===== src/verilog/cache_macros.svh =====
`ifndef CACHE_MACROS_SVH
`define CACHE_MACROS_SVH

// cache geometry
`define CACHE_LINES      4            // any line holds any block
`define WORDS_PER_LINE   4
`define ADDR_W           16           // word address
`define DATA_W           32

// reference sampler
`define SAMPLE_PERIOD    4            // record one ref out of this many
`define SAMPLE_DEPTH     4            // sample buffer entries

// status port
`define ID_CACHE_SAMPLER 32'h0CA5_0001 // system id, comm select 6

`endif

===== src/verilog/comm_pkg.sv =====
package comm_pkg;

	// status word select, comm_i[3:0]
	typedef enum logic [3:0] {
		SEL_HITS      = 4'd0,
		SEL_MISSES    = 4'd1,
		SEL_WBS       = 4'd2,
		SEL_SAMPLES   = 4'd3,	// samples taken so far
		SEL_LAST_ADDR = 4'd4,
		SEL_LAST_PC   = 4'd5,
		SEL_ID        = 4'd6,
		SEL_FULL      = 4'd7	// sampler buffer full
	} comm_sel_t;

	// comm_i field positions
	localparam int COMM_SEL_LSB    = 0;
	localparam int COMM_SEL_MSB    = 3;
	localparam int COMM_CNT_EN_BIT = 4;	// counters run while set
	localparam int COMM_CLR_BIT    = 5;	// sampler clear, pulsed

endpackage


===== src/verilog/cache_pkg.sv =====
`include "cache_macros.svh"

package cache_pkg;

	// widths derived from the geometry macros
	localparam int IDX_W = $clog2(`CACHE_LINES);
	localparam int OFF_W = $clog2(`WORDS_PER_LINE);
	localparam int TAG_W = `ADDR_W - OFF_W;	// no index field, full block number

	// controller states
	typedef enum logic [1:0] {
		IDLE,		// lookup, hit service, retry
		WAIT_REQ,	// memory request waiting for ready
		WB_DATA,	// dirty victim streaming out
		REFILL		// new block streaming in
	} ctrl_state_t;

	typedef logic [TAG_W-1:0] tag_t;
	typedef logic [IDX_W-1:0] line_idx_t;
	typedef logic [OFF_W-1:0] word_off_t;

endpackage


===== src/verilog/cache_sampler_top.sv =====
`timescale 1ns/1ps
`include "cache_macros.svh"

module cache_sampler_top (
	input  logic               clock_bus_i,
	input  logic               reset_i,
	input  logic [31:0]        comm_i,
	output logic [31:0]        comm_o,
	// core
	input  logic               core_req_i,
	input  logic               core_rw_i,
	input  logic [`ADDR_W-1:0] core_addr_i,
	input  logic [`DATA_W-1:0] core_data_i,
	output logic               core_done_o,
	output logic [`DATA_W-1:0] core_data_o,
	input  logic [31:0]        pc_i,
	// memory
	output logic               mem_req_valid_o,
	output logic               mem_req_write_o,
	output logic [`ADDR_W-1:0] mem_req_addr_o,
	input  logic               mem_req_ready_i,
	output logic               mem_wdata_valid_o,
	output logic [`DATA_W-1:0] mem_wdata_o,
	input  logic               mem_wdata_ready_i,
	input  logic               mem_rdata_valid_i,
	input  logic [`DATA_W-1:0] mem_rdata_i,
	output logic               mem_rdata_ready_o
);
	logic               ref_accept;
	logic               sampler_stall;
	logic               sampler_full;
	logic               sampler_clear;
	logic               hit_evt;
	logic               miss_evt;
	logic               wb_evt;
	logic [31:0]        sample_count;
	logic [`ADDR_W-1:0] last_addr;
	logic [31:0]        last_pc;

	cache_controller u_ctrl (
		.clock_bus_i       (clock_bus_i),
		.reset_i           (reset_i),
		.core_req_i        (core_req_i),
		.core_rw_i         (core_rw_i),
		.core_addr_i       (core_addr_i),
		.core_data_i       (core_data_i),
		.core_done_o       (core_done_o),
		.core_data_o       (core_data_o),
		.mem_req_valid_o   (mem_req_valid_o),
		.mem_req_write_o   (mem_req_write_o),
		.mem_req_addr_o    (mem_req_addr_o),
		.mem_req_ready_i   (mem_req_ready_i),
		.mem_wdata_valid_o (mem_wdata_valid_o),
		.mem_wdata_o       (mem_wdata_o),
		.mem_wdata_ready_i (mem_wdata_ready_i),
		.mem_rdata_valid_i (mem_rdata_valid_i),
		.mem_rdata_i       (mem_rdata_i),
		.mem_rdata_ready_o (mem_rdata_ready_o),
		.stall_i           (sampler_stall),
		.ref_accept_o      (ref_accept),
		.hit_evt_o         (hit_evt),
		.miss_evt_o        (miss_evt),
		.wb_evt_o          (wb_evt)
	);

	// samples the same address and pc the controller accepted
	ref_sampler u_sampler (
		.clock_bus_i    (clock_bus_i),
		.reset_i        (reset_i),
		.ref_accept_i   (ref_accept),
		.ref_addr_i     (core_addr_i),
		.ref_pc_i       (pc_i),
		.clear_i        (sampler_clear),
		.sample_count_o (sample_count),
		.last_addr_o    (last_addr),
		.last_pc_o      (last_pc),
		.full_o         (sampler_full),
		.stall_o        (sampler_stall)
	);

	perf_comm u_comm (
		.clock_bus_i     (clock_bus_i),
		.reset_i         (reset_i),
		.comm_i          (comm_i),
		.comm_o          (comm_o),
		.hit_evt_i       (hit_evt),
		.miss_evt_i      (miss_evt),
		.wb_evt_i        (wb_evt),
		.sample_count_i  (sample_count),
		.last_addr_i     (last_addr),
		.last_pc_i       (last_pc),
		.sampler_full_i  (sampler_full),
		.sampler_clear_o (sampler_clear)
	);

endmodule


===== src/verilog/perf_comm.sv =====
`timescale 1ns/1ps
`include "cache_macros.svh"

module perf_comm (
	input  logic               clock_bus_i,
	input  logic               reset_i,
	input  logic [31:0]        comm_i,
	output logic [31:0]        comm_o,
	input  logic               hit_evt_i,
	input  logic               miss_evt_i,
	input  logic               wb_evt_i,
	input  logic [31:0]        sample_count_i,
	input  logic [`ADDR_W-1:0] last_addr_i,
	input  logic [31:0]        last_pc_i,
	input  logic               sampler_full_i,
	output logic               sampler_clear_o
);
	import comm_pkg::*;

	comm_sel_t   sel;
	logic        cnt_en;
	logic [31:0] hit_cnt_q;
	logic [31:0] miss_cnt_q;
	logic [31:0] wb_cnt_q;

	assign sel             = comm_sel_t'(comm_i[COMM_SEL_MSB:COMM_SEL_LSB]);
	assign cnt_en          = comm_i[COMM_CNT_EN_BIT];
	assign sampler_clear_o = comm_i[COMM_CLR_BIT];

	// event counters
	// --------------------
	always_ff @(posedge clock_bus_i) begin
		if (!reset_i) begin
			hit_cnt_q  <= '0;
			miss_cnt_q <= '0;
			wb_cnt_q   <= '0;
		end else if (cnt_en) begin
			hit_cnt_q  <= hit_cnt_q + 32'(hit_evt_i);
			miss_cnt_q <= miss_cnt_q + 32'(miss_evt_i);
			wb_cnt_q   <= wb_cnt_q + 32'(wb_evt_i);
		end
	end

	// status word, one cycle after the select
	always_ff @(posedge clock_bus_i) begin
		if (!reset_i) begin
			comm_o <= '0;
		end else begin
			case (sel)
				SEL_HITS:      comm_o <= hit_cnt_q;
				SEL_MISSES:    comm_o <= miss_cnt_q;
				SEL_WBS:       comm_o <= wb_cnt_q;
				SEL_SAMPLES:   comm_o <= sample_count_i;
				SEL_LAST_ADDR: comm_o <= 32'(last_addr_i);
				SEL_LAST_PC:   comm_o <= last_pc_i;
				SEL_ID:        comm_o <= `ID_CACHE_SAMPLER;
				SEL_FULL:      comm_o <= {31'd0, sampler_full_i};
				default:       comm_o <= '0;	// unused codes
			endcase
		end
	end

endmodule


===== src/verilog/ref_sampler.sv =====
`timescale 1ns/1ps
`include "cache_macros.svh"

module ref_sampler (
	input  logic               clock_bus_i,
	input  logic               reset_i,
	input  logic               ref_accept_i,
	input  logic [`ADDR_W-1:0] ref_addr_i,
	input  logic [31:0]        ref_pc_i,
	input  logic               clear_i,
	output logic [31:0]        sample_count_o,
	output logic [`ADDR_W-1:0] last_addr_o,
	output logic [31:0]        last_pc_o,
	output logic               full_o,
	output logic               stall_o
);
	localparam int PER_W  = $clog2(`SAMPLE_PERIOD);
	localparam int PTR_W  = $clog2(`SAMPLE_DEPTH);
	localparam int FILL_W = $clog2(`SAMPLE_DEPTH + 1);

	logic [PER_W-1:0]   phase_q;	// refs since the last sample
	logic [PTR_W-1:0]   wr_ptr_q;
	logic [PTR_W-1:0]   last_ptr;
	logic [FILL_W-1:0]  fill_q;
	logic [31:0]        count_q;	// survives a clear
	logic               take;
	logic [`ADDR_W-1:0] addr_buf [`SAMPLE_DEPTH];
	logic [31:0]        pc_buf [`SAMPLE_DEPTH];

	assign take = ref_accept_i && (phase_q == PER_W'(`SAMPLE_PERIOD - 1));

	always_ff @(posedge clock_bus_i) begin
		if (!reset_i) begin
			phase_q  <= '0;
			wr_ptr_q <= '0;
			fill_q   <= '0;
			count_q  <= '0;
		end else begin
			if (ref_accept_i) begin
				phase_q <= take ? '0 : phase_q + 1'b1;
			end
			if (clear_i) begin
				wr_ptr_q <= '0;	// empty the buffer
				fill_q   <= '0;
			end else if (take) begin
				wr_ptr_q <= wr_ptr_q + 1'b1;
				fill_q   <= fill_q + 1'b1;
			end
			if (take) begin
				count_q <= count_q + 1'b1;
			end
		end
	end

	// sample buffer
	always_ff @(posedge clock_bus_i) begin
		if (take && !clear_i) begin
			addr_buf[wr_ptr_q] <= ref_addr_i;
			pc_buf[wr_ptr_q]   <= ref_pc_i;
		end
	end

	assign last_ptr       = wr_ptr_q - 1'b1;	// most recent entry
	assign last_addr_o    = addr_buf[last_ptr];
	assign last_pc_o      = pc_buf[last_ptr];
	assign sample_count_o = count_q;
	assign full_o         = (fill_q == FILL_W'(`SAMPLE_DEPTH));
	assign stall_o        = full_o;	// hold the core until drained

endmodule


===== src/verilog/cache_controller.sv =====
`timescale 1ns/1ps
`include "cache_macros.svh"

module cache_controller (
	input  logic               clock_bus_i,
	input  logic               reset_i,
	// core side
	input  logic               core_req_i,
	input  logic               core_rw_i,		// 1 = write
	input  logic [`ADDR_W-1:0] core_addr_i,
	input  logic [`DATA_W-1:0] core_data_i,
	output logic               core_done_o,
	output logic [`DATA_W-1:0] core_data_o,
	// memory request channel
	output logic               mem_req_valid_o,
	output logic               mem_req_write_o,
	output logic [`ADDR_W-1:0] mem_req_addr_o,
	input  logic               mem_req_ready_i,
	// memory write data
	output logic               mem_wdata_valid_o,
	output logic [`DATA_W-1:0] mem_wdata_o,
	input  logic               mem_wdata_ready_i,
	// memory read data
	input  logic               mem_rdata_valid_i,
	input  logic [`DATA_W-1:0] mem_rdata_i,
	output logic               mem_rdata_ready_o,
	// sampler
	input  logic               stall_i,
	output logic               ref_accept_o,
	// events
	output logic               hit_evt_o,
	output logic               miss_evt_o,
	output logic               wb_evt_o
);
	import cache_pkg::*;

	localparam word_off_t ZERO_OFF = '0;
	localparam word_off_t LAST_OFF = word_off_t'(`WORDS_PER_LINE - 1);

	ctrl_state_t             state_q;
	tag_t                    req_tag;
	word_off_t               req_off;
	line_idx_t               rr_ptr_q;		// next victim, round robin
	word_off_t               beat_q;		// word within the block transfer
	word_off_t               next_beat;
	logic [`CACHE_LINES-1:0] dirty_q;
	logic                    retry_q;		// refill done, replay the request
	logic                    hit_pend_q;	// ram access issued, done next edge
	logic                    done_q;
	logic                    take;
	logic                    rfl_beat;
	logic                    tag_wr;

	// tag store
	logic                    cam_hit;
	line_idx_t               cam_hit_idx;
	tag_t                    victim_tag;

	// data ram controls
	logic                    ram_we_q;
	logic [IDX_W+OFF_W-1:0]  ram_addr_q;
	logic [`DATA_W-1:0]      ram_wdata_q;
	logic [`DATA_W-1:0]      ram_rdata;

	// memory channel registers
	logic                    mem_req_valid_q;
	logic                    mem_req_write_q;
	logic [`ADDR_W-1:0]      mem_req_addr_q;
	logic                    mem_wdata_valid_q;
	logic                    mem_rdata_ready_q;

	logic                    hit_evt_q;
	logic                    miss_evt_q;
	logic                    wb_evt_q;

	assign req_tag   = core_addr_i[`ADDR_W-1:OFF_W];
	assign req_off   = core_addr_i[OFF_W-1:0];
	assign next_beat = beat_q + 1'b1;

	// new request or retry, never while stalled or a done is pending
	assign take = (state_q == IDLE) && (core_req_i || retry_q) && !stall_i
		&& !hit_pend_q && !done_q;
	assign ref_accept_o = take && !retry_q;	// original request only
	assign rfl_beat     = (state_q == REFILL) && mem_rdata_valid_i && mem_rdata_ready_q;
	assign tag_wr       = rfl_beat && (beat_q == LAST_OFF);	// tag lands with last word

	tag_cam u_tag_cam (
		.clock_bus_i  (clock_bus_i),
		.reset_i      (reset_i),
		.lookup_tag_i (req_tag),
		.wr_en_i      (tag_wr),
		.wr_idx_i     (rr_ptr_q),
		.wr_tag_i     (req_tag),
		.rd_idx_i     (rr_ptr_q),
		.hit_o        (cam_hit),
		.hit_idx_o    (cam_hit_idx),
		.rd_tag_o     (victim_tag)
	);

	data_ram u_data_ram (
		.clock_bus_i (clock_bus_i),
		.wr_en_i     (ram_we_q),
		.addr_i      (ram_addr_q),
		.wdata_i     (ram_wdata_q),
		.rdata_o     (ram_rdata)
	);

	// controller
	// --------------------
	always_ff @(posedge clock_bus_i) begin
		if (!reset_i) begin
			state_q           <= IDLE;
			rr_ptr_q          <= '0;
			beat_q            <= '0;
			dirty_q           <= '0;
			retry_q           <= 1'b0;
			hit_pend_q        <= 1'b0;
			done_q            <= 1'b0;
			ram_we_q          <= 1'b0;
			mem_req_valid_q   <= 1'b0;
			mem_wdata_valid_q <= 1'b0;
			mem_rdata_ready_q <= 1'b0;
			hit_evt_q         <= 1'b0;
			miss_evt_q        <= 1'b0;
			wb_evt_q          <= 1'b0;
		end else begin
			ram_we_q   <= 1'b0;
			hit_evt_q  <= 1'b0;
			miss_evt_q <= 1'b0;
			wb_evt_q   <= 1'b0;
			done_q     <= hit_pend_q;	// ram access this edge, done with it
			hit_pend_q <= 1'b0;

			case (state_q)
				IDLE: begin
					if (take) begin
						retry_q <= 1'b0;
						if (cam_hit) begin
							hit_evt_q   <= 1'b1;
							hit_pend_q  <= 1'b1;
							ram_we_q    <= core_rw_i;
							ram_addr_q  <= {cam_hit_idx, req_off};
							ram_wdata_q <= core_data_i;
							if (core_rw_i) begin
								dirty_q[cam_hit_idx] <= 1'b1;
							end
						end else begin
							miss_evt_q      <= !retry_q;
							mem_req_valid_q <= 1'b1;
							mem_req_write_q <= dirty_q[rr_ptr_q];	// victim out first
							mem_req_addr_q  <= dirty_q[rr_ptr_q] ? {victim_tag, ZERO_OFF}
								: {req_tag, ZERO_OFF};
							state_q         <= WAIT_REQ;
						end
					end
				end

				WAIT_REQ: begin
					if (mem_req_ready_i) begin
						mem_req_valid_q <= 1'b0;
						beat_q          <= '0;
						if (mem_req_write_q) begin
							ram_addr_q <= {rr_ptr_q, ZERO_OFF};	// fetch word 0
							state_q    <= WB_DATA;
						end else begin
							mem_rdata_ready_q <= 1'b1;
							state_q           <= REFILL;
						end
					end
				end

				// two cycles per beat, ram read then offer
				WB_DATA: begin
					if (!mem_wdata_valid_q) begin
						mem_wdata_valid_q <= 1'b1;	// ram word settles at this edge
					end else if (mem_wdata_ready_i) begin
						mem_wdata_valid_q <= 1'b0;
						if (beat_q == LAST_OFF) begin
							dirty_q[rr_ptr_q] <= 1'b0;
							wb_evt_q          <= 1'b1;
							mem_req_valid_q   <= 1'b1;	// now the refill request
							mem_req_write_q   <= 1'b0;
							mem_req_addr_q    <= {req_tag, ZERO_OFF};
							state_q           <= WAIT_REQ;
						end else begin
							beat_q     <= next_beat;
							ram_addr_q <= {rr_ptr_q, next_beat};
						end
					end
				end

				REFILL: begin
					if (rfl_beat) begin
						ram_we_q    <= 1'b1;
						ram_addr_q  <= {rr_ptr_q, beat_q};
						ram_wdata_q <= mem_rdata_i;
						beat_q      <= next_beat;
						if (beat_q == LAST_OFF) begin
							mem_rdata_ready_q <= 1'b0;
							rr_ptr_q          <= rr_ptr_q + 1'b1;
							retry_q           <= 1'b1;
							state_q           <= IDLE;
						end
					end
				end

				default: state_q <= IDLE;
			endcase
		end
	end

	assign core_done_o       = done_q;
	assign core_data_o       = ram_rdata;
	assign mem_req_valid_o   = mem_req_valid_q;
	assign mem_req_write_o   = mem_req_write_q;
	assign mem_req_addr_o    = mem_req_addr_q;
	assign mem_wdata_valid_o = mem_wdata_valid_q;
	assign mem_wdata_o       = ram_rdata;	// held while the address is held
	assign mem_rdata_ready_o = mem_rdata_ready_q;
	assign hit_evt_o         = hit_evt_q;
	assign miss_evt_o        = miss_evt_q;
	assign wb_evt_o          = wb_evt_q;

endmodule


===== src/verilog/data_ram.sv =====
`timescale 1ns/1ps
`include "cache_macros.svh"

module data_ram (
	input  logic                                         clock_bus_i,
	input  logic                                         wr_en_i,
	input  logic [cache_pkg::IDX_W+cache_pkg::OFF_W-1:0] addr_i,	// {line, word}
	input  logic [`DATA_W-1:0]                           wdata_i,
	output logic [`DATA_W-1:0]                           rdata_o
);
	import cache_pkg::*;

	localparam int N_WORDS = 2 ** (IDX_W + OFF_W);

	logic [`DATA_W-1:0] mem_q [N_WORDS];

	// registered read, old data on a write cycle
	always_ff @(posedge clock_bus_i) begin
		if (wr_en_i) begin
			mem_q[addr_i] <= wdata_i;
		end
		rdata_o <= mem_q[addr_i];
	end

endmodule


===== src/verilog/tag_cam.sv =====
`timescale 1ns/1ps
`include "cache_macros.svh"

module tag_cam (
	input  logic                 clock_bus_i,
	input  logic                 reset_i,
	input  cache_pkg::tag_t      lookup_tag_i,
	input  logic                 wr_en_i,
	input  cache_pkg::line_idx_t wr_idx_i,
	input  cache_pkg::tag_t      wr_tag_i,
	input  cache_pkg::line_idx_t rd_idx_i,
	output logic                 hit_o,
	output cache_pkg::line_idx_t hit_idx_o,
	output cache_pkg::tag_t      rd_tag_o
);
	import cache_pkg::*;

	tag_t                    tag_q [`CACHE_LINES];	// block tag per line
	logic [`CACHE_LINES-1:0] valid_q;

	// parallel compare against every valid line
	always_comb begin
		hit_o     = 1'b0;
		hit_idx_o = '0;
		for (int i = 0; i < `CACHE_LINES; i++) begin
			if (valid_q[i] && (tag_q[i] == lookup_tag_i)) begin
				hit_o     = 1'b1;
				hit_idx_o = line_idx_t'(i);
			end
		end
	end

	always_ff @(posedge clock_bus_i) begin
		if (!reset_i) begin
			valid_q <= '0;	// cold cache
		end else if (wr_en_i) begin
			valid_q[wr_idx_i] <= 1'b1;
		end
	end

	always_ff @(posedge clock_bus_i) begin
		if (wr_en_i) begin
			tag_q[wr_idx_i] <= wr_tag_i;
		end
	end

	assign rd_tag_o = tag_q[rd_idx_i];	// victim tag for writeback address

endmodule


===== config.mk =====
export PLATFORM = sky130hd
export DESIGN_NAME = cache_sampler_top
export DESIGN_NICKNAME = d
export VERILOG_FILES = /design/src/verilog/comm_pkg.sv /design/src/verilog/cache_pkg.sv /design/src/verilog/cache_sampler_top.sv /design/src/verilog/perf_comm.sv /design/src/verilog/ref_sampler.sv /design/src/verilog/cache_controller.sv /design/src/verilog/data_ram.sv /design/src/verilog/tag_cam.sv
export VERILOG_INCLUDE_DIRS = /design/src /design/src/verilog
export SDC_FILE = /design/constraint.sdc
export NUM_CORES = 1
export LEC_CHECK = 0
export ABC_CLOCK_PERIOD_IN_PS = 7800
export CAP_MARGIN = 10
export CORE_MARGIN = 5
export CORE_UTILIZATION = 35
export CTS_CLUSTER_DIAMETER = 30
export DETAILED_ROUTE_END_ITERATION = 12
export DONT_BUFFER_PORTS = 1
export PLACE_DENSITY_LB_ADDON = 0.15
export REMOVE_ABC_BUFFERS = 1
export SYNTH_ARGS = -nofsm -noshare
export SYNTH_HDL_FRONTEND = slang
export SYNTH_SLANG_ARGS = --single-unit

===== constraint.sdc =====
create_clock -name clock_bus_i -period 7.8 [get_ports clock_bus_i]
set_input_delay 1.56 -clock clock_bus_i [delete_from_list [all_inputs] [get_ports clock_bus_i]]
set_output_delay 1.56 -clock clock_bus_i [all_outputs]
set_load 0.05 [all_outputs]

# Word level (Yosys, flattened, before mapping)
# Memories as Yosys holds them, arrays and structs flattened. A register that Yosys moved wholly into a read port is not among the register bits.
# Cells that the tools add are included.
[totals]
in_bits = 151
mem_count = 4
reg_bits = 243
wordCells = 218
ramBits = 760
[classes]
n_addsub = 10
reduce_logical = 43
n_eq_ne = 30
magnitude_cmp = 4
n_bitwise = 7
n_mux = 94
[memory_table]
columns = ["name", "depth", "word_bits", "read_ports", "rd_clocked_by_memory_dff", "wr", "line_no", "source"]
rows = [
  ["u_ctrl.u_data_ram.mem_q", 16, 32, 1, 1, 1, "data_ram.sv:15", "logic [`DATA_W-1:0] mem_q [N_WORDS];"],
  ["u_sampler.pc_buf", 4, 32, 1, 0, 1, "ref_sampler.sv:28", "logic [31:0] pc_buf [`SAMPLE_DEPTH];"],
  ["u_sampler.addr_buf", 4, 16, 1, 0, 1, "ref_sampler.sv:27", "logic [`ADDR_W-1:0] addr_buf [`SAMPLE_DEPTH];"],
  ["u_ctrl.u_tag_cam.tag_q", 4, 14, 5, 1, 1, "tag_cam.sv:18", "tag_t tag_q [`CACHE_LINES];"],
]
[ops]
columns = ["op", "count"]
rows = [
  ["case mux 32 bit (8 select lines)", 1],
  ["adder 32 x 1 -> 32 bit", 3],
  ["two-way mux 16 bit", 6],
  ["two-way mux 32 bit", 3],
  ["case mux 32 bit (2 select lines)", 1],
  ["== test 14 bit", 4],
  ["two-way mux 4 bit", 14],
  ["two-way mux 1 bit", 38],
  ["two-way mux 2 bit", 18],
  ["adder 32 x 1 -> 32 bit, second input constant", 1],
  ["case mux 16 bit (2 select lines)", 1],
  ["AND reduction 7 bit", 3],
  ["== test 4 x 3 -> 1 bit, second input constant", 4],
  ["logical AND 1 bit", 16],
  ["case mux 4 bit (4 select lines)", 1],
  ["!= test 2 bit, second input constant", 7],
  ["!= test 2 x 1 -> 1 bit, second input constant", 6],
  ["AND reduction 5 bit", 2],
  ["AND reduction 9 bit", 1],
  ["adder 2 x 1 -> 2 bit, second input constant", 4],
  ["== test 2 bit, second input constant", 4],
  ["== test 4 x 2 -> 1 bit, second input constant", 2],
  ["bitwise OR 4 bit", 2],
  ["case mux 1 bit (2 select lines)", 4],
  ["other kinds (28)", 42],
]

# Logic depth before layout (Yosys ltp)
# Gate-level depths: netlist (run 1).
# An unclocked memory read counts as a cell.
[logic_depth]
depth_word = 15
mapped_depth = 10
ltp_nobuf = 8

# By module
# A second synthesis (run 1) with hierarchy kept.
[hier_totals]
hier_cells = 2520
area_unflattened_um2 = 41666.2
[by_module_without_submodules]
columns = ["module", "cells_each", "area_each_um2", "instances", "seq_area_each_um2"]
rows = [
  ["data_ram", 840, 19862.8, 1, 16015.4],
  ["ref_sampler", 473, 8763.4, 1, 6546.3],
  ["perf_comm", 732, 6411.1, 1, 2562.5],
  ["cache_controller", 295, 3634.7, 1, 1911.8],
  ["tag_cam", 180, 2994.1, 1, 1761.7],
]

# Worst setup path after synthesis (run 1)
# No wires, ideal clock.
[synth_path]
kind = "input to register"
from = "in core_addr_i[5]"
to = "reg u_ctrl.ram_wdata_q[0], enable pin"
path_slack_ns = 2.205
required_ns = 7.332
arrival_ns = 5.127
stages = 7
n_path_buf = 1
cell_sequence = "buf_2 xnor2_1 nand4_1 nor4_1 nor4_1 o21a_1 nor3b_1"
[synth_via]
elab_chain_cells = 8
word_cells_on_any_way = 14
cone_classes = "eq/ne: 5; mux: 4; reduce/logical: 5"
[synth_rtl]
columns = ["element", "line_no", "source"]
rows = [
  ["start, declared", "cache_sampler_top.sv:12", "input logic [`ADDR_W-1:0] core_addr_i,"],
  ["== test 14 bit", "tag_cam.sv:26", "if (valid_q[i] && (tag_q[i] == lookup_tag_i)) begin"],
  ["logical AND 1 bit", "tag_cam.sv:26", ""],
  ["two-way mux 1 bit (3 in a row)", "tag_cam.sv:26", ""],
  ["two-way mux 1 bit *", "tag_cam.sv:26", ""],
  ["!= test 2 x 1 -> 1 bit (no line) *", "--", ""],
  ["AND reduction 5 bit (no line) *", "--", ""],
  ["end signal, assigned", "cache_controller.sv:143", "ram_wdata_q <= core_data_i;"],
  ["end signal, assigned", "cache_controller.sv:196", "ram_wdata_q <= mem_rdata_i;"],
  ["end, declared", "cache_controller.sv:62", "logic [`DATA_W-1:0] ram_wdata_q;"],
]
# Mark *: on every way between the ends. The rest lies on a longest branch, timed or not.
# A chain may end at the register's enable or synchronous reset.

# Worst setup path in the final report (run 1)
[layout_path]
from = "in core_addr_i[10]"
to = "reg u_ctrl.ram_wdata_q[17], enable pin"
# The elaborated chain is that of the path after synthesis.

==> metrics.txt, run 1 <==
# TYPE chip_impl_metric gauge
chip_impl_info{name="run_status",value="finished, final reports clean"} 1
chip_impl_metric{name="timing.reg2reg.setup_slack",unit="ns"} 4.47
chip_impl_metric{name="drt_wl_total",unit="µm"} 102000
chip_impl_metric{name="core.rowCount",unit=""} 126
chip_impl_metric{name="maxCapViolCount",unit=""} 0
chip_impl_metric{name="cts_hold_buffers",unit=""} 0
chip_impl_metric{name="post_cts.repair.setup_buffers",unit=""} 0
chip_impl_info{name="critPathCaptureType",value="register"} 1
chip_impl_metric{name="report.final.hold_viol_count",unit=""} 0
chip_impl_info{name="setup_repair_after_global_routing_missed_its_margin",value="false"} 1
chip_impl_info{name="kind_of_start_point_of_the_critical_path",value="input pin"} 1
chip_impl_metric{name="drtPass1Iterations",unit=""} 5
chip_impl_metric{name="fin_setup_tns",unit="ns"} 0
chip_impl_metric{name="clockBufferDepth",unit=""} 3
chip_impl_metric{name="layout_worst_path_cycle_share",unit="%"} 46.1
chip_impl_metric{name="die-height",unit="µm"} 354
chip_impl_info{name="worstHoldEndpoint",value="u_ctrl.u_tag_cam.valid_q[1]$_SDFFE_PN0P_"} 1
chip_impl_metric{name="max_slew_margin",unit="%"} 25.2
chip_impl_metric{name="total_of_cells_resized_after_clock_tree_synthesis",unit=""} 0
chip_impl_info{name="root_buf_cell",value="sky130_fd_sc_hd__clkbuf_16"} 1
chip_impl_metric{name="syn-cell-area",unit="µm²"} 41400
chip_impl_metric{name="power_density",unit="nW/µm²"} 351
chip_impl_metric{name="setup-violations-final",unit=""} 0
chip_impl_metric{name="synth-async-reset-ratio",unit="%"} 0
chip_impl_info{name="cell_family_contributing_the_most_delay_on_the_critical_path",value="simple AND/OR/NAND/NOR gates"} 1
chip_impl_metric{name="areaGrowthSynthToFinish",unit="%"} 24.2
chip_impl_metric{name="number_of_routed_nets_with_antenna_violations",unit=""} 0
chip_impl_metric{name="ys_types",unit=""} 58
chip_impl_metric{name="initial_core_utilization",unit="%"} 35.1
chip_impl_metric{name="num-fill-cells",unit=""} 10200
chip_impl_metric{name="clkTransAtPathRegs",unit="ns"} 0.04
chip_impl_metric{name="drc",unit=""} 0
chip_impl_metric{name="worstPathArrival",unit="ns"} 4.00
chip_impl_metric{name="number_of_antenna_violations_at_the_first_check_in_global_routing",unit=""} 4
chip_impl_metric{name="finish.net_count",unit=""} 2695
chip_impl_metric{name="hpwl",unit="µm"} 59500
chip_impl_metric{name="ioPinCount",unit=""} 268
chip_impl_info{name="worst_setup_path_type",value="in -> reg"} 1
chip_impl_metric{name="vias_in_the_first_global_route",unit=""} 23400
chip_impl_metric{name="drive_gt1_share",unit="%"} 27.4
chip_impl_metric{name="critical_path.max_stage_delay",unit="ns"} 0.70
chip_impl_info{name="timing.critical_path.cells",value="xnor2_1, nand4_1, nor4_1, nor4_1, buf_4, o21a_1, nor3b_2, buf_4"} 1
chip_impl_metric{name="grt.total_usage",unit="%"} 16.2
chip_impl_metric{name="worst-endpoint-required",unit="ns"} 8.21
chip_impl_metric{name="coreArea",unit="µm²"} 118000
chip_impl_metric{name="die-width",unit="µm"} 354
chip_impl_info{name="critical_path.reg2reg.endpoint",value="u_ctrl.u_data_ram.mem_q[0][10]$_DFFE_PP_"} 1
chip_impl_metric{name="routed_via_density",unit=""} 5.14
chip_impl_metric{name="fmax",unit="MHz"} 278
chip_impl_metric{name="yosys_synthesis_warning_count",unit=""} 0
chip_impl_metric{name="worstPathMaxFanout",unit=""} 32
chip_impl_metric{name="gr-total-overflow",unit=""} 0
chip_impl_info{name="cts_tree",value="done"} 1
chip_impl_info{name="crit_path_top_delay_cell",value="sky130_fd_sc_hd__nor4_1"} 1
chip_impl_metric{name="drv_slew",unit=""} 0
chip_impl_metric{name="netlist_instances",unit=""} 2405
chip_impl_metric{name="syn_avg_cell_area",unit="µm²"} 17.2
chip_impl_info{name="hold_start",value="u_ctrl.u_tag_cam.valid_q[1]$_SDFFE_PN0P_"} 1
chip_impl_metric{name="power.static_leakage",unit="µW"} 0.0168
chip_impl_metric{name="final_period_minus_worst_setup_slack",unit="ns"} 3.60
chip_impl_metric{name="number_of_drc_markers_after_the_initial_detailed_route_iteration",unit=""} 1544
chip_impl_metric{name="grt_start_max_net_pins",unit=""} 166
chip_impl_metric{name="numCtsBuffers",unit=""} 232
chip_impl_metric{name="route.detailed.wl_per_inst",unit="µm"} 24.0
chip_impl_metric{name="synth_enable_flop_cells",unit=""} 811
chip_impl_metric{name="core_util_final",unit="%"} 43.6
chip_impl_metric{name="worst_pin_slew",unit="ns"} 1.12
chip_impl_metric{name="buffers_and_inverters_on_the_worst_path",unit=""} 2
chip_impl_metric{name="rr_worst_depth",unit=""} 4
chip_impl_info{name="hold_path_class",value="reg -> reg"} 1
chip_impl_metric{name="port_buffers",unit=""} 0
chip_impl_metric{name="grt_first_pass_wirelength",unit="µm"} 152000
chip_impl_metric{name="clk_latency",unit="ns"} 0.82
chip_impl_metric{name="tritoncts_num_sinks",unit=""} 1035
chip_impl_metric{name="routed-via-count",unit=""} 21900
chip_impl_metric{name="ir_drop",unit="V"} 0.000300
chip_impl_metric{name="cts.htree.levels",unit=""} 4
chip_impl_metric{name="die-area",unit="µm²"} 125000
chip_impl_metric{name="hold-path-cell-count",unit=""} 1
chip_impl_info{name="dominantRegCellSynth",value="sky130_fd_sc_hd__edfxtp_1"} 1
chip_impl_metric{name="clock_skew",unit="ns"} 0.0871
chip_impl_info{name="critical_r2r_launch",value="u_ctrl.ram_addr_q[2]$_DFFE_PP_"} 1
chip_impl_metric{name="yosysSeqAreaShare",unit="%"} 69.7
chip_impl_metric{name="ys_seq_elements",unit=""} 1035
chip_impl_metric{name="globalplace.congestion",unit=""} 0.858
==> power breakdown <==
part           internal, µW  leakage [µW]  switching, µW
logic                   439       0.00371            508
registers              6220       0.00912            729
clock network          6870       0.00398           3230
==> metal layers <==
metal | track usage [%] | share of wire, %
met1 | 20.8 | 43
met2 | 26.1 | 48
met3 | 4.88 | 6.6
met4 | 6.05 | 2.6
met5 | 0 | 0.020
==> flip-flops by register name, indices dropped and copies added, names as in the netlist, 14 cells and up, named ones only <==
signal                     count
u_comm.comm_o                 32
u_comm.hit_cnt_q              32
u_comm.miss_cnt_q             32
u_comm.wb_cnt_q               32
u_ctrl.mem_req_addr_o         14
u_ctrl.ram_wdata_q            32
u_ctrl.u_data_ram.mem_q      512
u_ctrl.u_data_ram.rdata_o     32
u_ctrl.u_tag_cam.tag_q        56
u_sampler.addr_buf            64
u_sampler.pc_buf             128
u_sampler.sample_count_o      32
==> placed cells by master (no fill, tap or decap), types with 23 or more instances in the layout <==
cell type,count
sky130_fd_sc_hd__xnor2_1,135
sky130_fd_sc_hd__nand2_1,90
sky130_fd_sc_hd__nand4_1,58
sky130_fd_sc_hd__a31oi_1,29
sky130_fd_sc_hd__and3_1,27
sky130_fd_sc_hd__buf_4,37
sky130_fd_sc_hd__edfxtp_1,811
sky130_fd_sc_hd__ha_1,23
sky130_fd_sc_hd__nand3_1,61
sky130_fd_sc_hd__clkinv_4,25
sky130_fd_sc_hd__dfxtp_1,223
sky130_fd_sc_hd__mux2_2,45
sky130_fd_sc_hd__clkbuf_16,234
sky130_fd_sc_hd__o21ai_0,35
sky130_fd_sc_hd__bufinv_16,40
sky130_fd_sc_hd__nor2_1,44
sky130_fd_sc_hd__xor2_1,31
sky130_fd_sc_hd__and2_1,114
sky130_fd_sc_hd__clkinv_2,36
sky130_fd_sc_hd__mux4_2,223
sky130_fd_sc_hd__clkinvlp_4,34
sky130_fd_sc_hd__a22oi_1,68
==> synthesized netlist by cell type, types with 3 or more instances <==
library cell | count | area, µm²
sky130_fd_sc_hd__or3_1 | 16 | 100
sky130_fd_sc_hd__nor2b_1 | 13 | 81.3
sky130_fd_sc_hd__and2_1 | 118 | 738
sky130_fd_sc_hd__and4_1 | 10 | 87.6
sky130_fd_sc_hd__a221oi_1 | 7 | 61.3
sky130_fd_sc_hd__nor3b_1 | 5 | 37.5
sky130_fd_sc_hd__buf_1 | 18 | 67.6
sky130_fd_sc_hd__a21boi_0 | 20 | 150
sky130_fd_sc_hd__mux4_2 | 223 | 5020
sky130_fd_sc_hd__a22oi_1 | 68 | 510
sky130_fd_sc_hd__clkbuf_1 | 80 | 300
sky130_fd_sc_hd__dfxtp_1 | 224 | 4480
sky130_fd_sc_hd__inv_1 | 20 | 75.1
sky130_fd_sc_hd__edfxtp_1 | 811 | 24400
sky130_fd_sc_hd__nor2_1 | 57 | 214
sky130_fd_sc_hd__buf_4 | 34 | 255
sky130_fd_sc_hd__nor4b_1 | 3 | 26.3
sky130_fd_sc_hd__o21ai_0 | 35 | 175
sky130_fd_sc_hd__nand3_1 | 61 | 305
sky130_fd_sc_hd__nand2b_1 | 8 | 50.1
sky130_fd_sc_hd__nor3_1 | 17 | 85.1
sky130_fd_sc_hd__o21a_1 | 6 | 45.0
sky130_fd_sc_hd__mux2_2 | 45 | 507
sky130_fd_sc_hd__nand3b_1 | 4 | 30.0
sky130_fd_sc_hd__mux2i_1 | 19 | 190
sky130_fd_sc_hd__a21oi_1 | 14 | 70.1
sky130_fd_sc_hd__nand4_1 | 58 | 363
sky130_fd_sc_hd__xnor2_1 | 135 | 1180
sky130_fd_sc_hd__nand2_1 | 90 | 338
sky130_fd_sc_hd__xor2_1 | 31 | 272
sky130_fd_sc_hd__a31oi_1 | 29 | 181
sky130_fd_sc_hd__or4_1 | 3 | 22.5
sky130_fd_sc_hd__and3_1 | 27 | 169
sky130_fd_sc_hd__ha_1 | 25 | 313
sky130_fd_sc_hd__nor4_1 | 16 | 100
sky130_fd_sc_hd__buf_2 | 27 | 135
==> cell type report <==
cell class	count	area (µm²)	share of cell area [%]
tap	1536	1920	3.74
clock buffer	258	5990	11.7
inverter	20	75.1	0.146
timing repair buffer	39	318	0.619
sequential	1035	28800	56.2
multi-input combinational	1191	11800	23.0
antenna	2	5.00	0.00975
clock inverter	183	2370	4.62
==> per-stage QoR <==
| step | power [µW] | area [µm²] | instances | setup WS (ns) | hold WS (ns) |
|---|---|---|---|---|---|
| after floorplan | 7730 | 40600 | 2246 | -0.977 | 0.461 |
| after global placement | 8010 | 43000 | 3821 | 3.50 | 0.468 |
| after detailed placement | 8030 | 43000 | 3821 | 3.49 | 0.484 |
| after CTS | 18200 | 51300 | 4262 | 4.29 | 0.494 |
| after global routing | 18600 | 51400 | 4263 | 4.15 | 0.511 |
| final | 18000 | 51400 | 4264 | 4.20 | 0.490 |
==> logic make-up (layout without fill, tap and decap cells) <==
logic type | Yosys count | count (layout) | share of synthesized area, %
buffers and inverters | 180 | 500 | 2.04
AOI/OAI and AO/OA | 190 | 190 | 3.11
and+or+nand+nor | 521 | 521 | 7.01
muxes | 287 | 287 | 13.8
DFF | 1035 | 1035 | 69.7
other | 1 | 4 | 0.00907
xor gates and xnor gates | 166 | 166 | 3.52
adders and majority gates | 25 | 25 | 0.756
==> worst max path at each step <==
stage | startpoint | end | slack [ns] | cells past startpoint
after detailed placement | core_addr_i[13] | u_ctrl.ram_wdata_q[23]$_DFFE_PP_ | 3.49 | 8
after CTS | u_ctrl.u_data_ram.rdata_o[12]$_DFF_P_ | core_data_o[12] | 4.29 | 0
after global placement | core_addr_i[2] | u_ctrl.ram_wdata_q[23]$_DFFE_PP_ | 3.50 | 8
after global routing | core_addr_i[11] | u_ctrl.ram_wdata_q[17]$_DFFE_PP_ | 4.15 | 8
final | core_addr_i[10] | u_ctrl.ram_wdata_q[17]$_DFFE_PP_ | 4.20 | 8
after floorplan | u_ctrl.ram_addr_q[0]$_DFFE_PP_ | u_ctrl.u_data_ram.mem_q[0][0]$_DFFE_PP_ | -0.98 | 1
No activity file was read; power rests on OpenSTA's default activity.
==> run 2: changes to the inputs <==
--- a/config.mk
+++ b/config.mk
@@ -6,7 +6,7 @@
 export SDC_FILE = /design/constraint.sdc
 export NUM_CORES = 1
 export LEC_CHECK = 0
-export ABC_CLOCK_PERIOD_IN_PS = 7800
+export ABC_CLOCK_PERIOD_IN_PS = 3400
 export CAP_MARGIN = 10
 export CORE_MARGIN = 5
 export CORE_UTILIZATION = 35
==> constraint.sdc (replaced) <==
create_clock -name clock_bus_i -period 3.4 [get_ports clock_bus_i]
set_input_delay 0.68 -clock clock_bus_i [delete_from_list [all_inputs] [get_ports clock_bus_i]]
set_output_delay 0.68 -clock clock_bus_i [all_outputs]
set_load 0.05 [all_outputs]
==> run 2 against run 1 <==
  * Clock-buffer cell count increased by 1
  * Total power increased by 130%
  * Worst setup slack got worse by 3.6 ns
  * Cell area increased by 1.5%
  * Sequential power increased by 130%
  * Combinational power increased by 140%
  * Die area unchanged
  * Worst hold slack got worse by 0.43 ns
  * Register-to-register slack got worse by 3.9 ns
  * Critical endpoint is now u_ctrl.ram_wdata_q[5]$_DFFE_PP_
  * Largest power group unchanged
==> metrics.txt, run 2 (same netlist as run 1, synthesis figures left out) <==
# TYPE chip_impl_metric gauge
chip_impl_info{name="critPathCaptureType",value="register"} 1
chip_impl_metric{name="place_worst_setup_slack",unit="ns"} 0.486
chip_impl_metric{name="die-height",unit="µm"} 354
chip_impl_info{name="worstHoldEndpoint",value="u_comm.hit_cnt_q[0]$_SDFFE_PN0P_"} 1
chip_impl_metric{name="drv_slew",unit=""} 0
chip_impl_metric{name="tritoncts_num_sinks",unit=""} 1035
chip_impl_metric{name="core.rowCount",unit=""} 126
chip_impl_metric{name="max_slew_margin",unit="%"} 22.7
chip_impl_metric{name="routed-via-count",unit=""} 22400
chip_impl_metric{name="worstPathArrival",unit="ns"} 3.24
chip_impl_metric{name="coreArea",unit="µm²"} 118000
chip_impl_info{name="regMostFlops",value="u_ctrl.u_data_ram.mem_q"} 1
chip_impl_metric{name="num-fill-cells",unit=""} 10200
chip_impl_metric{name="maxCapViolCount",unit=""} 0
chip_impl_metric{name="grt_first_pass_wirelength",unit="µm"} 155000
chip_impl_metric{name="initial_core_utilization",unit="%"} 35.1
chip_impl_metric{name="final_period_minus_worst_setup_slack",unit="ns"} 2.79
chip_impl_metric{name="worst_pin_slew",unit="ns"} 1.16
chip_impl_metric{name="numCtsBuffers",unit=""} 233
chip_impl_metric{name="worst-endpoint-required",unit="ns"} 3.85
chip_impl_info{name="critical_path.reg2reg.endpoint",value="u_ctrl.ram_wdata_q[5]$_DFFE_PP_"} 1
chip_impl_info{name="mostFrequentLayoutCells",value="sky130_fd_sc_hd__edfxtp_1, sky130_fd_sc_hd__clkbuf_16, sky130_fd_sc_hd__mux4_2, sky130_fd_sc_hd__dfxtp_1, sky130_fd_sc_hd__xnor2_1"} 1
chip_impl_metric{name="number_of_routed_nets_with_antenna_violations",unit=""} 0
chip_impl_info{name="run_status",value="finished, final reports clean"} 1
chip_impl_metric{name="ioPinCount",unit=""} 268
chip_impl_metric{name="drt_wl_total",unit="µm"} 103000
chip_impl_metric{name="power_density",unit="nW/µm²"} 782
chip_impl_info{name="root_buf_cell",value="sky130_fd_sc_hd__clkbuf_16"} 1
chip_impl_metric{name="number_of_antenna_violations_at_the_first_check_in_global_routing",unit=""} 6
chip_impl_metric{name="clockBufferDepth",unit=""} 3
chip_impl_info{name="setup_repair_after_global_routing_missed_its_margin",value="false"} 1
chip_impl_metric{name="drc",unit=""} 0
chip_impl_info{name="worst_setup_path_type",value="reg -> reg"} 1
chip_impl_metric{name="power.static_leakage",unit="µW"} 0.0172
chip_impl_metric{name="finish.net_count",unit=""} 2785
chip_impl_info{name="hold_path_class",value="in -> reg"} 1
chip_impl_metric{name="worstPathMaxFanout",unit=""} 32
chip_impl_metric{name="routed_via_density",unit=""} 5.14
chip_impl_info{name="mostFrequentLayoutCell",value="sky130_fd_sc_hd__edfxtp_1"} 1
chip_impl_info{name="biggest_regs",value="u_ctrl.u_data_ram.mem_q x512, u_sampler.pc_buf x128, u_sampler.addr_buf x64"} 1
chip_impl_metric{name="number_of_drc_markers_after_the_initial_detailed_route_iteration",unit=""} 1586
chip_impl_metric{name="grt.total_usage",unit="%"} 16.4
chip_impl_metric{name="areaGrowthSynthToFinish",unit="%"} 26.0
chip_impl_info{name="hold_start",value="comm_i[4]"} 1
chip_impl_metric{name="grt_start_max_net_pins",unit=""} 93
chip_impl_metric{name="drtPass1Iterations",unit=""} 6
chip_impl_metric{name="hpwl",unit="µm"} 61800
chip_impl_metric{name="clkTransAtPathRegs",unit="ns"} 0.05
chip_impl_metric{name="hold-path-cell-count",unit=""} 2
chip_impl_metric{name="gr-total-overflow",unit=""} 0
chip_impl_metric{name="route.detailed.wl_per_inst",unit="µm"} 23.7
chip_impl_metric{name="core_util_final",unit="%"} 44.2
chip_impl_metric{name="fmax",unit="MHz"} 358
chip_impl_metric{name="finalWorstSetupSlack",unit="ns"} 0.609
chip_impl_metric{name="globalplace.congestion",unit=""} 0.872
chip_impl_metric{name="port_buffers",unit=""} 0
chip_impl_info{name="cts_tree",value="done"} 1
chip_impl_metric{name="timing.reg2reg.setup_slack",unit="ns"} 0.61
chip_impl_info{name="critical_r2r_launch",value="u_ctrl.u_tag_cam.tag_q[3][4]$_DFFE_PP_"} 1
chip_impl_metric{name="die-width",unit="µm"} 354
chip_impl_metric{name="drive_gt1_share",unit="%"} 27.4
chip_impl_metric{name="total_of_cells_resized_after_clock_tree_synthesis",unit=""} 0
chip_impl_metric{name="layout_worst_path_cycle_share",unit="%"} 82.1
chip_impl_metric{name="clock_skew",unit="ns"} 0.0581
chip_impl_metric{name="die-area",unit="µm²"} 125000
chip_impl_metric{name="setup-violations-final",unit=""} 0
chip_impl_metric{name="flip_flop_count_of_the_largest_register_all_copies_and_words_added",unit=""} 512
chip_impl_metric{name="clk_latency",unit="ns"} 0.80
chip_impl_metric{name="rr_worst_depth",unit=""} 7
chip_impl_metric{name="report.final.hold_viol_count",unit=""} 0
chip_impl_info{name="kind_of_start_point_of_the_critical_path",value="register"} 1
chip_impl_metric{name="cts.htree.levels",unit=""} 4
chip_impl_metric{name="ir_drop",unit="V"} 0.000538
chip_impl_metric{name="vias_in_the_first_global_route",unit=""} 23700
==> run 2: worst max path at each step <==
stage / start / endpoint / slack, ns / cells past startpoint
finish: u_ctrl.u_tag_cam.tag_q[3][4]$_DFFE_PP_ / u_ctrl.ram_wdata_q[5]$_DFFE_PP_ / 0.61 / 7
global route: u_sampler.fill_q[0]$_SDFFE_PP0P_ / u_ctrl.dirty_q[0]$_SDFFE_PN0P_ / 0.45 / 8
CTS: u_sampler.fill_q[0]$_SDFFE_PP0P_ / u_ctrl.dirty_q[0]$_SDFFE_PN0P_ / 0.67 / 8
detailed placement: core_addr_i[15] / u_ctrl.ram_wdata_q[5]$_DFFE_PP_ / 0.49 / 7
global placement: core_addr_i[15] / u_ctrl.ram_wdata_q[29]$_DFFE_PP_ / 0.49 / 7
floorplan: u_ctrl.ram_addr_q[0]$_DFFE_PP_ / u_ctrl.u_data_ram.mem_q[0][0]$_DFFE_PP_ / -5.38 / 1
==> run 2: metrics by stage <==
stage / TNS, ns / area, µm² / hold slack (ns) / power, µW / instances
after floorplan: -2389.85 / 40600 / 0.461 / 17700 / 2246
after global placement: 0 / 43500 / 0.468 / 18400 / 3858
after detailed placement: 0 / 43500 / 0.496 / 18500 / 3858
after CTS: 0 / 52100 / 0.00166 / 41300 / 4354
after global routing: 0 / 52100 / 0.0185 / 42200 / 4355
final: 0 / 52100 / 0.0602 / 40700 / 4357
==> run 2: routing by layer <==
layer  GRT usage [%]  wire (µm)  share of wire (%)
met1            20.9      43100                 42
met2            27.4      51300                 50
met3            4.48       6800                6.6
met4            4.73       1870                1.8
met5               0         34              0.033
==> run 2: critical path: stages (launching register included) <==
cell and delay [ns]:
sky130_fd_sc_hd__edfxtp_1 0.40, sky130_fd_sc_hd__xnor2_1 0.29, sky130_fd_sc_hd__nand4_1 0.14, sky130_fd_sc_hd__nor4_1 0.50
sky130_fd_sc_hd__nor4_1 0.24, sky130_fd_sc_hd__o21a_1 0.25, sky130_fd_sc_hd__nor3b_2 0.25, sky130_fd_sc_hd__buf_12 0.30
==> run 2: repair_timing <==
item,in CTS,in global routing
endpoints found under the hold margin,318,0
hold buffers,52,0
setup buffers,0,0
==> run 2: final cells by class <==
cell class / instances / area [µm²] / area share, %
well taps: 1536 / 1920 / 3.69
repair buffers: 128 / 1320 / 2.54
clock buffers: 259 / 5960 / 11.4
diodes: 3 / 7.51 / 0.0144
flip-flops and latches: 1035 / 28800 / 55.3
multi-input cells: 1191 / 11800 / 22.7
inverters: 20 / 75.1 / 0.144
clock inverters: 185 / 2150 / 4.13
==> run 2: report_power, final <==
| group | internal [µW] | switching [µW] | leakage, µW |
|---|---|---|---|
| logic | 1110 | 1210 | 0.00418 |
| clock network | 15000 | 7450 | 0.00388 |
| registers | 14300 | 1710 | 0.00912 |
